## src/timer_pkg.sv

```systemverilog
/*
 * Shared types and constants for the compare-only Timer A peripheral.
 * Every block imports this package for widths, register offsets,
 * register field layouts and mode encodings.
 */
`default_nettype none

package timer_pkg;

  typedef logic [15:0] word_t;            // Register / data word
  typedef logic [13:0] per_addr_t;        // Peripheral word address
  typedef logic [6:0]  reg_off_t;         // Byte offset in block

  // Register byte offsets, channel n adds 2n
  localparam reg_off_t TACTL_OFF   = 7'h60;
  localparam reg_off_t TAR_OFF     = 7'h70;
  localparam reg_off_t TACCTL0_OFF = 7'h62;
  localparam reg_off_t TACCR0_OFF  = 7'h72;
  localparam reg_off_t TAIV_OFF    = 7'h2E;

  // Vector codes, channel n reports 2n
  localparam logic [3:0] TAIV_NONE = 4'h0;
  localparam logic [3:0] TAIV_OVF  = 4'hA;

  typedef enum logic [1:0] {
    MC_STOP   = 2'b00,
    MC_UP     = 2'b01,                    // Up to TACCR0
    MC_CONT   = 2'b10,                    // Free running
    MC_UPDOWN = 2'b11
  } mc_t;

  typedef enum logic [2:0] {
    OM_OUT, OM_SET, OM_TOG_RST, OM_SET_RST, OM_TOG, OM_RST, OM_TOG_SET, OM_RST_SET
  } outmod_t;

  typedef struct packed {
    per_addr_t  addr;
    word_t      din;
    logic       en;                       // Access strobe
    logic [1:0] we;                       // Byte write enables
  } per_req_t;

  typedef struct packed {
    logic [1:0] tassel;                   // Clock source
    logic [1:0] id;                       // Input divider
    mc_t        mc;
    logic       unused;
    logic       clr;                      // Never stored, reads 0
    logic       ie;
    logic       ifg;                      // TAIFG
  } tactl_t;

  typedef struct packed {
    logic [7:0] rsv_hi;
    outmod_t    outmod;
    logic       ccie;
    logic       rsv3;
    logic       out;                      // Level for OM_OUT
    logic       rsv1;
    logic       ccifg;
  } cctl_t;

endpackage

`default_nettype wire

```

## src/compare_unit.sv

```systemverilog
/*
 * One compare channel. Detects when the counter is about to reach the
 * channel's TACCRn, drives its output pin through the eight output modes
 * and raises the channel's compare flag. Instantiated once per channel.
 */
`timescale 1ns/100ps
`default_nettype none

module compare_unit (
  input  logic               mclk,
  input  logic               puc_rst,
  input  logic               tar_clk,
  input  timer_pkg::word_t   tar,
  input  timer_pkg::word_t   tar_nxt,
  input  timer_pkg::word_t   ccr,
  input  timer_pkg::cctl_t   cctl,
  input  timer_pkg::mc_t     mc,
  input  logic               equ0,        // Channel 0 match
  input  logic               clr_pulse,
  output logic               equ,
  output logic               ccifg_set,
  output logic               ta_out
);
  import timer_pkg::*;

  logic out_nxt;

  // Match on entering TACCRn, not while sitting on it
  assign equ = (tar_nxt == ccr) & (tar != ccr);

  always_comb begin
    case (cctl.outmod)
      OM_OUT:     out_nxt = cctl.out;
      OM_SET:     out_nxt = equ ? 1'b1 : ta_out;
      OM_TOG_RST: out_nxt = equ ? ~ta_out : (equ0 ? 1'b0 : ta_out);
      OM_SET_RST: out_nxt = equ ? 1'b1 : (equ0 ? 1'b0 : ta_out);
      OM_TOG:     out_nxt = equ ? ~ta_out : ta_out;
      OM_RST:     out_nxt = equ ? 1'b0 : ta_out;
      OM_TOG_SET: out_nxt = equ ? ~ta_out : (equ0 ? 1'b1 : ta_out);
      default:    out_nxt = equ ? 1'b0 : (equ0 ? 1'b1 : ta_out);  // Reset/set
    endcase
  end

  // Output flop, only moves on a counter step
  always_ff @(posedge mclk or posedge puc_rst) begin
    if (puc_rst)
      ta_out <= 1'b0;
    else if ((cctl.outmod == OM_SET) & clr_pulse)
      ta_out <= 1'b0;                     // TACLR restarts set mode
    else if (tar_clk)
      ta_out <= out_nxt;
  end

  assign ccifg_set = tar_clk & (mc != MC_STOP) & equ;

endmodule

`default_nettype wire

```

## src/timer_a.sv

```systemverilog
/*
 * Top level of the compare-only Timer A. Connects the register block,
 * the clock select, the TAR counter and one compare unit per channel.
 * NUM_CH and BASE_ADDR are set here and handed to the register block.
 */
`timescale 1ns/100ps
`default_nettype none

module timer_a #(
  parameter int          NUM_CH    = 3,
  parameter logic [14:0] BASE_ADDR = 15'h0100
) (
  input  logic                 mclk,
  input  logic                 puc_rst,
  input  timer_pkg::per_req_t  per_req,
  input  logic                 taclk,
  input  logic                 aclk_en,
  input  logic                 smclk_en,
  input  logic                 dbg_freeze,
  input  logic                 irq_ta0_acc,
  output timer_pkg::word_t     per_dout,
  output logic                 irq_ta0,
  output logic                 irq_ta1,
  output logic [NUM_CH-1:0]    ta_out
);
  import timer_pkg::*;

  tactl_t                   ctl;
  logic                     clr_pulse;
  logic                     tar_wr;
  word_t                    wdata;
  word_t  [NUM_CH-1:0]      ccr;
  cctl_t  [NUM_CH-1:0]      cctl;
  logic                     tar_clk;      // Counter step
  logic                     cnt_step;     // Step not held by debug freeze
  word_t                    tar;
  word_t                    tar_nxt;
  logic                     taifg_set;
  logic   [NUM_CH-1:0]      ccifg_set;
  logic   [NUM_CH-1:0]      equ;

  assign cnt_step = tar_clk & ~dbg_freeze;

  timer_regs #(.NUM_CH(NUM_CH), .BASE_ADDR(BASE_ADDR)) u_regs (
    .mclk(mclk), .puc_rst(puc_rst), .per_req(per_req), .tar(tar),
    .taifg_set(taifg_set), .ccifg_set(ccifg_set), .irq_ta0_acc(irq_ta0_acc),
    .per_dout(per_dout), .ctl(ctl), .clr_pulse(clr_pulse), .tar_wr(tar_wr),
    .wdata(wdata), .ccr(ccr), .cctl(cctl), .irq_ta0(irq_ta0), .irq_ta1(irq_ta1)
  );

  timer_clock_sel u_clk_sel (
    .mclk(mclk), .puc_rst(puc_rst), .taclk(taclk), .aclk_en(aclk_en),
    .smclk_en(smclk_en), .ctl(ctl), .clr_pulse(clr_pulse), .tar_clk(tar_clk)
  );

  timer_counter u_counter (
    .mclk(mclk), .puc_rst(puc_rst), .tar_clk(tar_clk), .dbg_freeze(dbg_freeze),
    .ctl(ctl), .clr_pulse(clr_pulse), .tar_wr(tar_wr), .wdata(wdata),
    .ccr0(ccr[0]), .tar(tar), .tar_nxt(tar_nxt), .taifg_set(taifg_set)
  );

  // Channel 0 match also feeds the second half of modes 2, 3, 6, 7
  for (genvar g = 0; g < NUM_CH; g++) begin : g_ch
    compare_unit u_cmp (
      .mclk(mclk), .puc_rst(puc_rst), .tar_clk(cnt_step), .tar(tar),
      .tar_nxt(tar_nxt), .ccr(ccr[g]), .cctl(cctl[g]), .mc(ctl.mc),
      .equ0(equ[0]), .clr_pulse(clr_pulse), .equ(equ[g]),
      .ccifg_set(ccifg_set[g]), .ta_out(ta_out[g])
    );
  end

endmodule

`default_nettype wire

```

## src/timer_clock_sel.sv

```systemverilog
/*
 * Timer clock select. Synchronizes TACLK, detects both of its edges,
 * picks one of four sources and divides it by 1, 2, 4 or 8 to form the
 * one-cycle counter step pulse tar_clk.
 */
`timescale 1ns/100ps
`default_nettype none

module timer_clock_sel (
  input  logic               mclk,
  input  logic               puc_rst,
  input  logic               taclk,
  input  logic               aclk_en,
  input  logic               smclk_en,
  input  timer_pkg::tactl_t  ctl,
  input  logic               clr_pulse,
  output logic               tar_clk
);
  import timer_pkg::*;

  logic [1:0] taclk_sync;                 // Two-flop synchronizer
  logic       taclk_dly;                  // Edge detect flop
  logic       taclk_rise;
  logic       taclk_fall;
  logic       sel_clk;
  logic       div_hit;
  logic [2:0] clk_div;

  always_ff @(posedge mclk or posedge puc_rst) begin
    if (puc_rst) begin
      taclk_sync <= 2'b00;
      taclk_dly  <= 1'b0;
    end else begin
      taclk_sync <= {taclk_sync[0], taclk};
      taclk_dly  <= taclk_sync[1];
    end
  end

  assign taclk_rise = taclk_sync[1] & ~taclk_dly;
  assign taclk_fall = ~taclk_sync[1] & taclk_dly;  // Fills the INCLK slot

  always_comb begin
    case (ctl.tassel)
      2'd0:    sel_clk = taclk_rise;
      2'd1:    sel_clk = aclk_en;
      2'd2:    sel_clk = smclk_en;
      default: sel_clk = taclk_fall;
    endcase
    case (ctl.id)
      2'd0:    div_hit = 1'b1;
      2'd1:    div_hit = clk_div[0];
      2'd2:    div_hit = &clk_div[1:0];
      default: div_hit = &clk_div;
    endcase
  end

  assign tar_clk = sel_clk & div_hit;

  // Prescaler counts source pulses, holds in stop mode
  always_ff @(posedge mclk or posedge puc_rst) begin
    if (puc_rst)
      clk_div <= 3'd0;
    else if (tar_clk | clr_pulse)
      clk_div <= 3'd0;
    else if ((ctl.mc != MC_STOP) & sel_clk)
      clk_div <= clk_div + 3'd1;
  end

endmodule

`default_nettype wire

```

## src/timer_counter.sv

```systemverilog
/*
 * TAR counter. Computes the next count for stop, up, continuous and
 * up/down modes, keeps the up/down direction, and flags TAIFG on
 * overflow. Bus writes and TACLR take precedence over a count step.
 */
`timescale 1ns/100ps
`default_nettype none

module timer_counter (
  input  logic               mclk,
  input  logic               puc_rst,
  input  logic               tar_clk,
  input  logic               dbg_freeze,
  input  timer_pkg::tactl_t  ctl,
  input  logic               clr_pulse,
  input  logic               tar_wr,
  input  timer_pkg::word_t   wdata,
  input  timer_pkg::word_t   ccr0,
  output timer_pkg::word_t   tar,
  output timer_pkg::word_t   tar_nxt,
  output logic               taifg_set
);
  import timer_pkg::*;

  logic  mode_up;
  logic  mode_cont;
  logic  mode_ud;
  logic  tar_clr;
  logic  tar_inc;
  logic  tar_dec;
  logic  tar_dir;                         // 1 while counting down
  logic  tar_step;                        // Step that TAR actually takes
  word_t tar_add;

  assign mode_up   = (ctl.mc == MC_UP);
  assign mode_cont = (ctl.mc == MC_CONT);
  assign mode_ud   = (ctl.mc == MC_UPDOWN);
  assign tar_step  = tar_clk & ~dbg_freeze;

  // --------------------------------------------------------------------------
  // Next count value
  // --------------------------------------------------------------------------
  assign tar_clr = (mode_up & (tar >= ccr0))             // Wrap at TACCR0
                 | (mode_ud & (ccr0 == 16'h0000));        // Degenerate up/down
  assign tar_inc = mode_up | mode_cont | (mode_ud & ~tar_dec);
  assign tar_dec = tar_dir | (mode_ud & (tar >= ccr0));   // Turn at the top
  assign tar_add = tar_inc ? 16'h0001 : (tar_dec ? 16'hFFFF : 16'h0000);
  assign tar_nxt = tar_clr ? 16'h0000 : tar + tar_add;

  always_ff @(posedge mclk or posedge puc_rst) begin
    if (puc_rst)
      tar_dir <= 1'b0;
    else if (clr_pulse)
      tar_dir <= 1'b0;
    else if (mode_ud) begin
      if (tar_step & (tar == 16'h0001))
        tar_dir <= 1'b0;                  // Bottom reached, go up
      else if (tar >= ccr0)
        tar_dir <= 1'b1;
    end else
      tar_dir <= 1'b0;
  end

  // --------------------------------------------------------------------------
  // TAR register
  // --------------------------------------------------------------------------
  always_ff @(posedge mclk or posedge puc_rst) begin
    if (puc_rst)
      tar <= 16'h0000;
    else if (tar_wr)
      tar <= wdata;
    else if (clr_pulse)
      tar <= 16'h0000;
    else if (tar_step)                    // Frozen while debugging
      tar <= tar_nxt;
  end

  assign taifg_set = tar_step & ((mode_up & (tar == ccr0))
                               | (mode_cont & (tar == 16'hFFFF))
                               | (mode_ud & tar_dec & ~tar_clr & (tar_nxt == 16'h0000)));

endmodule

`default_nettype wire

```

## src/timer_regs.sv

```systemverilog
/*
 * Register block of the timer. Decodes the peripheral bus, holds TACTL,
 * the per-channel TACCTLn and TACCRn, merges flag sets and clears, and
 * computes TAIV and both interrupt lines. Read data is combinational.
 */
`timescale 1ns/100ps
`default_nettype none

module timer_regs #(
  parameter int          NUM_CH    = 3,
  parameter logic [14:0] BASE_ADDR = 15'h0100
) (
  input  logic                              mclk,
  input  logic                              puc_rst,
  input  timer_pkg::per_req_t               per_req,
  input  timer_pkg::word_t                  tar,
  input  logic                              taifg_set,
  input  logic              [NUM_CH-1:0]    ccifg_set,
  input  logic                              irq_ta0_acc,
  output timer_pkg::word_t                  per_dout,
  output timer_pkg::tactl_t                 ctl,
  output logic                              clr_pulse,
  output logic                              tar_wr,
  output timer_pkg::word_t                  wdata,
  output timer_pkg::word_t  [NUM_CH-1:0]    ccr,
  output timer_pkg::cctl_t  [NUM_CH-1:0]    cctl,
  output logic                              irq_ta0,
  output logic                              irq_ta1
);
  import timer_pkg::*;

  localparam logic [9:0]  TACTL_WMASK = 10'h3F3;
  localparam logic [15:0] CCTL_WMASK  = 16'h00F5;

  // --------------------------------------------------------------------------
  // Address decode
  // --------------------------------------------------------------------------
  logic              reg_sel;
  logic              reg_write;
  logic              reg_read;
  reg_off_t          reg_off;
  logic              tactl_wr;
  logic              taiv_acc;
  logic [NUM_CH-1:0] cctl_sel;
  logic [NUM_CH-1:0] ccr_sel;
  logic [NUM_CH-1:0] ccifg_clr;
  logic [3:0]        taiv;
  logic              taifg_clr;
  tactl_t            tactl_din;
  word_t             rd_data;

  assign reg_sel   = per_req.en & (per_req.addr[13:6] == BASE_ADDR[14:7]);
  assign reg_off   = {per_req.addr[5:0], 1'b0};          // Word aligned
  assign reg_write = reg_sel & (|per_req.we);
  assign reg_read  = reg_sel & ~(|per_req.we);

  always_comb begin
    for (int i = 0; i < NUM_CH; i++) begin
      cctl_sel[i] = (reg_off == reg_off_t'(TACCTL0_OFF + 2 * i));
      ccr_sel[i]  = (reg_off == reg_off_t'(TACCR0_OFF + 2 * i));
    end
  end

  assign tactl_wr  = reg_write & (reg_off == TACTL_OFF);
  assign tactl_din = tactl_t'(per_req.din[9:0]);
  assign clr_pulse = tactl_wr & tactl_din.clr;           // Self clearing
  assign tar_wr    = reg_write & (reg_off == TAR_OFF);
  assign wdata     = per_req.din;
  assign taiv_acc  = reg_sel & (reg_off == TAIV_OFF);    // Read or write

  // --------------------------------------------------------------------------
  // Interrupt vector
  // --------------------------------------------------------------------------
  always_comb begin
    taiv = TAIV_NONE;
    if (ctl.ifg & ctl.ie)
      taiv = TAIV_OVF;
    for (int i = NUM_CH - 1; i >= 1; i--) begin           // Lowest channel wins
      if (cctl[i].ccifg & cctl[i].ccie)
        taiv = 4'(2 * i);
    end
  end

  always_comb begin
    ccifg_clr[0] = irq_ta0_acc;                         // CCIFG0 by ack only
    for (int i = 1; i < NUM_CH; i++)
      ccifg_clr[i] = taiv_acc & (taiv == 4'(2 * i));
  end

  assign taifg_clr = taiv_acc & (taiv == TAIV_OVF);

  // --------------------------------------------------------------------------
  // Registers
  // --------------------------------------------------------------------------
  always_ff @(posedge mclk or posedge puc_rst) begin
    if (puc_rst) begin
      ctl  <= '0;
      ccr  <= '0;
      cctl <= '0;
    end else begin
      if (tactl_wr)
        ctl <= tactl_t'(per_req.din[9:0] & TACTL_WMASK);
      // Flag merge overrides the written bit
      ctl.ifg <= ((tactl_wr ? per_req.din[0] : ctl.ifg) | taifg_set) & ~taifg_clr;
      for (int i = 0; i < NUM_CH; i++) begin
        if (reg_write & ccr_sel[i])
          ccr[i] <= per_req.din;
        if (reg_write & cctl_sel[i])
          cctl[i] <= cctl_t'(per_req.din & CCTL_WMASK);
        cctl[i].ccifg <= (((reg_write & cctl_sel[i]) ? per_req.din[0] : cctl[i].ccifg)
                          | ccifg_set[i]) & ~ccifg_clr[i];
      end
    end
  end

  // --------------------------------------------------------------------------
  // Read mux and interrupt lines
  // --------------------------------------------------------------------------
  always_comb begin
    rd_data = '0;
    if (reg_off == TACTL_OFF)
      rd_data |= {6'h00, ctl};
    if (reg_off == TAR_OFF)
      rd_data |= tar;
    if (reg_off == TAIV_OFF)
      rd_data |= {12'h000, taiv};
    for (int i = 0; i < NUM_CH; i++) begin
      if (cctl_sel[i])
        rd_data |= cctl[i];
      if (ccr_sel[i])
        rd_data |= ccr[i];
    end
    per_dout = reg_read ? rd_data : '0;                 // Idle bus reads 0
  end

  assign irq_ta0 = cctl[0].ccifg & cctl[0].ccie;

  always_comb begin
    irq_ta1 = ctl.ifg & ctl.ie;
    for (int i = 1; i < NUM_CH; i++)
      irq_ta1 |= cctl[i].ccifg & cctl[i].ccie;
  end

endmodule

`default_nettype wire

```

## config.mk

```make
export PLATFORM = sky130hd
export DESIGN_NAME = timer_a
export DESIGN_NICKNAME = d
export VERILOG_FILES = /design/src/timer_pkg.sv /design/src/compare_unit.sv /design/src/timer_a.sv /design/src/timer_clock_sel.sv /design/src/timer_counter.sv /design/src/timer_regs.sv
export SDC_FILE = /design/constraint.sdc
export NUM_CORES = 1
export LEC_CHECK = 0
export BUFFER_PORTS_ARGS = -buffer_cell sky130_fd_sc_hd__buf_2
export CORE_MARGIN = 10
export CORE_UTILIZATION = 35
export CTS_CLUSTER_SIZE = 25
export DETAILED_ROUTE_END_ITERATION = 8
export GPL_TIMING_DRIVEN = 0
export PLACE_DENSITY = 0.49
export SYNTH_ARGS = -nofsm -noshare
export SYNTH_HDL_FRONTEND = slang
export SYNTH_HIERARCHICAL = 1
export SYNTH_SLANG_ARGS = --single-unit
```

## constraint.sdc

```tcl
create_clock -name mclk -period 6.1 [get_ports mclk]
set_input_delay 0.915 -clock mclk [delete_from_list [all_inputs] [get_ports mclk]]
set_output_delay 0.915 -clock mclk [all_outputs]
set_load 0.01 [all_outputs]
```

==> results of run 1 <==
-- per-stage QoR --
stage | setup slack (ns) | hold slack [ns] | setup TNS (ns)
6_report | 0.301 | 0.356 | 0
5_1_grt | -0.0373 | 0.361 | -0.0663
4_1_cts | 0.000289 | 0.358 | 0
3_5_place_dp | -0.258 | 0.341 | -0.765
3_3_place_gp | -0.268 | 0.334 | -0.778
2_1_floorplan | 1.07 | 0.331 | 0
-- flip-flops by register name, summed over array words and instances, names as in the netlist --
| register | count |
|---|---|
| u_regs/ctl | 8 |
| u_regs/cctl | 18 |
| u_counter/tar_dir | 1 |
| u_clk_sel/taclk_sync | 2 |
| u_clk_sel/taclk_dly | 1 |
| u_regs/ccr | 48 |
| u_clk_sel/clk_div | 3 |
| g_ch.u_cmp/ta_out | 3 |
| u_counter/tar | 16 |
-- layout make-up --
cell class	count	area (sq um)	share of cell area, %
clock buffers	10	229	2.57
multi-input cells	633	4990	56.1
plain buffers	39	233	2.61
flip-flops and latches	100	2520	28.3
well taps	280	350	3.94
clock inverters	6	55.1	0.618
repair buffers	65	358	4.02
inverters	44	168	1.88
-- power breakdown --
part	internal [uW]	leakage [uW]	switching (uW)
logic	155	0.00254	210
registers	682	0.00135	76.9
clock network	286	0.000133	292
-- timing repair --
action	in CTS	in global routing
gates cloned	0	0
pin swaps	0	2
setup buffers	0	4
hold buffers	0	0
setup endpoints to repair	3	3
resized for setup	6	15
-- metal layers --
| metal | part of all wire, % | global-route usage [%] | wire length, microns |
|---|---|---|---|
| met4 | 1.4 | 5.23 | 396 |
| met1 | 47 | 28.0 | 13200 |
| met2 | 46 | 30.5 | 13000 |
| met5 | 0 | 0 | 0 |
| met3 | 6.1 | 3.05 | 1740 |
-- worst min path at each step --
stage	end	cells past startpoint	slack [ns]	startpoint
2_1_floorplan	u_clk_sel/taclk_sync[1]$_DFF_PP0_	0	0.33	u_clk_sel/taclk_sync[0]$_DFF_PP0_
3_3_place_gp	u_clk_sel/taclk_sync[1]$_DFF_PP0_	0	0.33	u_clk_sel/taclk_sync[0]$_DFF_PP0_
3_5_place_dp	u_clk_sel/taclk_sync[1]$_DFF_PP0_	0	0.34	u_clk_sel/taclk_sync[0]$_DFF_PP0_
4_1_cts	u_clk_sel/taclk_sync[1]$_DFF_PP0_	0	0.36	u_clk_sel/taclk_sync[0]$_DFF_PP0_
5_1_grt	u_clk_sel/taclk_sync[1]$_DFF_PP0_	0	0.36	u_clk_sel/taclk_sync[0]$_DFF_PP0_
6_report	u_clk_sel/taclk_sync[1]$_DFF_PP0_	0	0.36	u_clk_sel/taclk_sync[0]$_DFF_PP0_
-- cell usage in the layout, fill, tap and decap left out, types with 7 or more instances in the layout --
cell and count:
nand3b_1 7, a22oi_1 44, nor2_1 44, clkbuf_1 14, nand2_1 38, buf_2 66, ha_1 36, a41oi_1 7
inv_1 41, o31ai_1 11, a211oi_1 10, nand4_1 29, o21ai_0 24, clkbuf_16 9, dfrtp_1 88, xor2_1 53
nor2b_1 10, nor4_1 25, buf_4 21, xnor2_1 55, nor3_1 21, a21oi_1 33, mux2_2 70, nand3_1 9
dfrtp_2 12
==> metrics, run 1 <==
status=complete, no violations; CP max stage delay=0.55 ns; number of global-route vias before repair=6,844; headroom to the max-slew limit=52.2%; initial antenna violation count=0; largest net degree at the start of global routing=54; clock-pin slew on the worst setup and hold paths=0.08 ns; worst slew pin tran=0.717 ns; Vias per Instance=5.83; total number of vias=6,866; WS Path Type=reg2reg; CP Launch Type=register; CTS buffer count=9; Crit. End Element=register; CP Data Required Time=6.35 ns; Routed Wire Length=28.4 mm; area grow syn2layout=13.4%; DR pass1 iterations=5; CTS H-Tree Depth=3; Placed Instances=1,157; r2r setup slk=0.30 ns; cell count after synthesis=816; Critical Path End=g_ch[1].u_cmp/ta_out$_DFFE_PP0P_; nets@finish=969; DIE AREA=0.0288 sq mm; leakage=0.00402 uW; Die Y=170 microns; final design utilization=40.5%; non-filler cells, final=1,177; Synthesis Warnings=6; CTS tree=done; r2r worst-path depth=22; syn avg cell area=9.62 sq um; WP depth=22; ant diodes=0; r2r startpoint=u_counter/tar[7]$_DFFE_PP0P_; pwr dens=191 mW/mm^2; Ports=61; DPL Wire Length=21.4 mm; Crit-path slowest cell=dfrtp_2; Max Freq=0.172 GHz; syn_nets=893; Horiz. Die Dim=170 microns; Period minus WS final=5.80 ns; first-pass GRT wire length=43.5 mm; Tcrit/Tclk final=95.1%; critical path launch point=u_counter/tar[7]$_DFFE_PP0P_; crit path cell chain=ha_1 > nand4_1 > a2111o_1 > a41oi_2 > o21a_4 > ha_1 > or2_1 > a21oi_2 > a31oi_4 > a221o_1 > xor2_1 > nor2b_4 > xnor2_1 > nand4_1 > nor4_2 > nand2_1 > inv_2 > nand3b_1 > o31ai_1 > a211oi_1 > a211oi_1 > mux2_1; Worst Clk Skew=0.0137 ns; crit path max fanout=14; Core Box Area=0.0220 sq mm; Cell Area, Placed=0.00853 sq mm; ANT nets after route=0; Final Max Tran Viols=0; final setup fails=0; layout cells sized above 1=25.1%; final instance area=0.00890 sq mm; DRT iter0 DRCs=563; WL per Instance=24.1 microns; Peak supply drop=0.000134 V; fillers=2,188; latest clock arrival within the worst-skew pair=0.37 ns; final hold vios=0; Tot Pwr=1700 uW; max_cap viols=0; Critical path buffers and inverters=1; CP Data Arrival Time=6.05 ns; r2r endpoint=g_ch[1].u_cmp/ta_out$_DFFE_PP0P_; PortBufs=60; Initial Utilization=35.7%; grt ovf=0; Netlist Area Pre-Place=0.00785 sq mm; Placer Congestion=0.902; Min-Delay Path Class=reg2reg; Sink Count=100; root buf cell=clkbuf_16; DRC Markers=0; worst-case clock buffer depth=2; gr usage total=19.8%; family with the most delay on the worst path=compound AO/OA/AOI/OAI gates; Core Rows=54
Power figures use the tool's default switching activity.
==> run 2: changes to the inputs <==
--- a/config.mk
+++ b/config.mk
@@ -12,6 +12,7 @@
 export DETAILED_ROUTE_END_ITERATION = 8
 export GPL_TIMING_DRIVEN = 0
 export PLACE_DENSITY = 0.49
+export SLEW_MARGIN = 20
 export SYNTH_ARGS = -nofsm -noshare
 export SYNTH_HDL_FRONTEND = slang
 export SYNTH_HIERARCHICAL = 1
==> constraint.sdc (replaced) <==
create_clock -name mclk -period 6.1 [get_ports mclk]
set_input_delay 0.305 -clock mclk [delete_from_list [all_inputs] [get_ports mclk]]
set_output_delay 0.305 -clock mclk [all_outputs]
set_load 0.01 [all_outputs]
==> metrics, run 2 (synthesized netlist as in run 1, its figures left out) <==
area grow syn2layout=14.2%; max_cap viols=0; gr usage total=19.8%; final hold vios=0; Core Box Area=0.0220 sq mm; commonest cells after routing, fill and taps aside=dfrtp_1, mux2_2, buf_2, xnor2_1, xor2_1; Psw=572 uW; leakage=0.00405 uW; Hold Slack=0.0609 ns; crit path max fanout=9; final instance area=0.00896 sq mm; Core Rows=54; Reg area=0.00252 sq mm; Place WS=-0.229 ns; headroom to the max-slew limit=50.9%; Tcrit/Tclk final=97.2%; number of flip-flops in the largest register=48; DR pass1 iterations=5; first-pass GRT wire length=43.4 mm; DRT iter0 DRCs=624; RSZ-0062 raised after global routing=false; largest net degree at the start of global routing=53; setup TNS=0 ns; CTS H-Tree Depth=3; Final WS setup=0.169 ns; Horiz. Die Dim=170 microns; clock share of power=35.5%; fillers=2,201; Routed Wire Length=28.5 mm; number of global-route vias before repair=6,857; CP Data Required Time=6.35 ns; PortBufs=60; Min-Delay Path Class=in2reg; initial antenna violation count=1; Worst Clk Skew=0.0106 ns; Crit. End Element=register; DRC Markers=0; worst slew pin tran=0.736 ns; Peak supply drop=0.000131 V; Cell Area, Placed=0.00853 sq mm; DPL Wire Length=21.4 mm; Logic pwr share=21.0%; Multi-input gate area=0.00500 sq mm; Initial Utilization=35.7%; final setup fails=0; Ports=61; status=complete, no violations; total number of vias=6,903; met3 global-route usage=3.54%; CP Data Arrival Time=6.18 ns; latest clock arrival within the worst-skew pair=0.36 ns; Vias per Instance=5.85; grt ovf=0; largest register by flop count=u_regs/ccr; WL per Instance=24.2 microns; Final Max Tran Viols=0; ant diodes=0; Period minus WS final=5.93 ns; Largest regs=u_regs/ccr (48), u_regs/cctl (18), u_counter/tar (16); Max Freq=0.169 GHz; ANT nets after route=0; CTS buffer count=9; met1 global-route usage=27.6%; commonest non-fill, non-tap cell in the layout=dfrtp_1; pwr dens=195 mW/mm^2; root buf cell=clkbuf_16; Top Usage Layer GRT=met2; worst-case clock buffer depth=2; non-filler cells, final=1,179; Placer Congestion=0.902; switching share of power=32.7%; clock-pin slew on the worst setup and hold paths=0.08 ns; CTS tree=done; Internal=1180 uW; CP Launch Type=register; WS Path Type=reg2reg; nets@finish=971; Placed Instances=1,157; layout cells sized above 1=25.5%; DIE AREA=0.0288 sq mm; Sink Count=100; global-route met2 utilization=30.7%; Die Y=170 microns; Reg power frac=43.5%
[run 2: layout make-up]
class / count / area share [%]
clock buffers: 10 / 2.67
plain buffers: 39 / 2.60
inverters: 44 / 1.87
flip-flops and latches: 100 / 28.1
multi-input cells: 634 / 55.8
clock inverters: 6 / 0.935
well taps: 280 / 3.91
repair buffers: 66 / 4.10
[run 2: power by group through the flow]
stage / sequential, uW / clock (uW) / combinational, uW
floorplan: 735 / 0 / 254
global placement: 769 / 0 / 353
detailed placement: 770 / 0 / 356
CTS: 757 / 635 / 359
global route: 762 / 656 / 407
finish: 761 / 621 / 367
[run 2: critical path, stage by stage, from the launching register on]
cell and delay [ns]:
dfrtp_1 0.59, ha_1 0.39, nand4_1 0.18, a2111o_1 0.44, a41oi_4 0.32, o21a_4 0.24, ha_1 0.27, or2_1 0.25
a21oi_2 0.19, a31oi_2 0.09, a221o_1 0.40, xor2_1 0.26, nor2b_4 0.28, xnor2_1 0.14, nand4_1 0.13, nor4_1 0.42
nand2_1 0.25, inv_2 0.19, nand3b_1 0.12, o31ai_1 0.07, a211oi_1 0.20, a211oi_1 0.08, mux2_1 0.30
[run 2: worst paths after layout]
check | startpoint | to | slack (ns) | cells past startpoint
setup / recovery | u_counter/tar[8]$_DFFE_PP0P_ | g_ch[1].u_cmp/ta_out$_DFFE_PP0P_ | 0.17 | 22
hold / removal | taclk | u_clk_sel/taclk_sync[0]$_DFF_PP0_ | 0.06 | 1
setup reg to reg | u_counter/tar[8]$_DFFE_PP0P_ | g_ch[1].u_cmp/ta_out$_DFFE_PP0P_ | 0.17 | 22
hold reg to reg | u_clk_sel/taclk_sync[0]$_DFF_PP0_ | u_clk_sel/taclk_sync[1]$_DFF_PP0_ | 0.36 | 0
max in group asynchronous | puc_rst | u_counter/tar[5]$_DFFE_PP0P_ | 4.83 | 3
min in group asynchronous | puc_rst | g_ch[2].u_cmp/ta_out$_DFFE_PP0P_ | 0.43 | 3
[run 2: through the flow]
step / power, uW / utilization (%)
after floorplan: 990 / -
after global placement: 1120 / 38.7
after detailed placement: 1130 / 38.8
after CTS: 1750 / 40.4
after global routing: 1830 / 40.8
final: 1750 / 40.8
[run 2: what timing repair did]
item / 4_1_cts / 5_1_grt
resized for setup: 4 / 20
buffers inserted: 0 / 4
hold buffers: 1 / 0
hold endpoints to repair: 9 / 0
setup endpoints to repair: 3 / 3
cloned: 0 / 1
pin swaps: 0 / 2
[run 2: metal layers]
metal | part of all wire (%) | vias up
met5 | 0.042 | -
met4 | 1.6 | 2
met3 | 6.5 | 36
met2 | 46 | 230
met1 | 46 | 3450
li1 | - | 3185
==> run 3: changes to the inputs <==
--- a/config.mk
+++ b/config.mk
@@ -5,10 +5,8 @@
 export SDC_FILE = /design/constraint.sdc
 export NUM_CORES = 1
 export LEC_CHECK = 0
-export BUFFER_PORTS_ARGS = -buffer_cell sky130_fd_sc_hd__buf_2
-export CORE_MARGIN = 10
+export BUFFER_PORTS_ARGS = -buffer_cell sky130_fd_sc_hd__buf_4
 export CORE_UTILIZATION = 35
-export CTS_CLUSTER_SIZE = 25
 export DETAILED_ROUTE_END_ITERATION = 8
 export GPL_TIMING_DRIVEN = 0
 export PLACE_DENSITY = 0.49
==> metrics, run 3 (synthesized netlist as in run 1, its figures left out) <==
status=complete, no violations; leakage=0.00405 uW; Ports=61; Critical Path End=g_ch[0].u_cmp/ta_out$_DFFE_PP0P_; crit path cell chain=ha_1 > nand4_1 > a2111o_1 > a41oi_2 > o21a_4 > ha_1 > a21oi_1 > o31ai_2 > a211oi_1 > o21ba_2 > a21oi_1 > or4_4 > inv_1 > xnor2_1 > nand4_1 > nor4_1 > nand2_1 > inv_2 > nand3b_1 > o31ai_1 > a211oi_1 > a211oi_1 > mux2_1; Core Box Area=0.0219 sq mm; clock-pin slew on the worst setup and hold paths=0.07 ns; Peak supply drop=0.000134 V; max_cap viols=0; Horiz. Die Dim=152 microns; commonest non-fill, non-tap cell in the layout=dfrtp_1; Worst Clk Skew=0.0103 ns; largest net degree at the start of global routing=39; Critical path buffers and inverters=2; layout cells sized above 1=25.6%; DR pass1 iterations=5; Vias per Instance=5.79; Largest regs=u_regs/ccr (48), u_regs/cctl (18), u_counter/tar (16); Crit-path slowest cell=or4_4; Final Max Tran Viols=0; r2r worst-path depth=23; headroom to the max-slew limit=48.0%; CTS buffer count=9; r2r setup slk=0.40 ns; crit path max fanout=9; number of global-route vias before repair=6,690; WP depth=23; CTS tree=done; worst slew pin tran=0.781 ns; Crit. End Element=register; ant diodes=0; total number of vias=6,813; Initial Utilization=35.8%; DRT iter0 DRCs=600; Sink Count=100; CP Launch Type=register; grt ovf=0; largest register by flop count=u_regs/ccr; area grow syn2layout=15.6%; Placer Congestion=0.847; Reg area=0.00252 sq mm; setup TNS=0 ns; pwr dens=193 mW/mm^2; critical path launch point=u_counter/tar[7]$_DFFE_PP0P_; Routed Wire Length=27.4 mm; CP max stage delay=0.56 ns; final design utilization=41.4%; r2r startpoint=u_counter/tar[7]$_DFFE_PP0P_; DIE AREA=0.0230 sq mm; Max Freq=0.175 GHz; WL per Instance=23.3 microns; Core Rows=54; Min-Delay Path Class=in2reg; Tcrit/Tclk final=93.5%; worst-case clock buffer depth=2; final setup fails=0; DPL Wire Length=20.5 mm; final hold vios=0; Die Y=152 microns; CP Data Required Time=6.34 ns; nets@finish=969; latest clock arrival within the worst-skew pair=0.37 ns; Period minus WS final=5.70 ns; Multi-input gate area=0.00499 sq mm; DRC Markers=0; gr usage total=24.8%; CP Data Arrival Time=5.95 ns; number of flip-flops in the largest register=48; commonest cells after routing, fill and taps aside=dfrtp_1, buf_4, mux2_2, xnor2_1, xor2_1; family with the most delay on the worst path=compound AO/OA/AOI/OAI gates; Worst path most repeated cell=a211oi_1; CTS H-Tree Depth=3; WS Path Type=reg2reg; PortBufs=60; first-pass GRT wire length=41.2 mm; fillers=2,258; initial antenna violation count=0; r2r endpoint=g_ch[0].u_cmp/ta_out$_DFFE_PP0P_; root buf cell=clkbuf_16; ANT nets after route=0
-- run 3: worst min-delay path by stage --
stage            start                           endpoint  slack (ns)  depth (start not counted)
6_report         taclk  u_clk_sel/taclk_sync[0]$_DFF_PP0_        0.04                          1
3_3_place_gp   puc_rst   g_ch[2].u_cmp/ta_out$_DFFE_PP0P_        0.22                          2
2_1_floorplan  puc_rst   g_ch[0].u_cmp/ta_out$_DFFE_PP0P_        0.03                          1
4_1_cts          taclk  u_clk_sel/taclk_sync[0]$_DFF_PP0_        0.03                          1
5_1_grt          taclk  u_clk_sel/taclk_sync[0]$_DFF_PP0_        0.03                          1
3_5_place_dp   puc_rst   g_ch[0].u_cmp/ta_out$_DFFE_PP0P_        0.23                          2
-- run 3: per-layer routing --
metal	GRT usage (%)	wire length, microns	vias to the layer above
li1	-	-	3169
met1	35.0	12800	3409
met2	39.7	12800	207
met3	2.78	1300	28
met4	6.88	520	0
met5	0	0	-
-- run 3: final cells by class --
type                    count  share of cell area, %
plain buffers              39                   2.57
clock buffers               9                   2.48
clock inverters             7                  0.910
inverters                  44                   1.85
multi-input cells         634                   55.1
flip-flops and latches    100                   27.8
well taps                 280                   3.86
repair buffers             64                   5.46
-- run 3: power by group --
group | total, uW | internal [uW] | switching, uW
Sequential | 756 | 684 | 72.2
Clock | 615 | 325 | 290
Combinational | 381 | 164 | 217
Total | 1750 | 1170 | 579
-- run 3: per-stage QoR --
step | area [sq um] | setup slack [ns] | hold slack (ns) | power [uW] | std cells
global placement | 8650 | -0.220 | 0.222 | 1140 | 1156
finish | 9070 | 0.395 | 0.0428 | 1750 | 1177
global route | 9070 | -0.00797 | 0.0316 | 1830 | 1177
floorplan | 7850 | 1.07 | 0.0337 | 990 | 816
detailed placement | 8670 | -0.170 | 0.231 | 1140 | 1157
CTS | 9000 | 0.0466 | 0.0321 | 1760 | 1174
-- run 3: what timing repair did --
action,in CTS,in global routing
hold buffers,1,0
endpoints found under the hold margin,9,0
pin swaps,0,2
buffers inserted,0,2
gates cloned,0,1
setup endpoints to repair,3,3
resized for setup,2,24
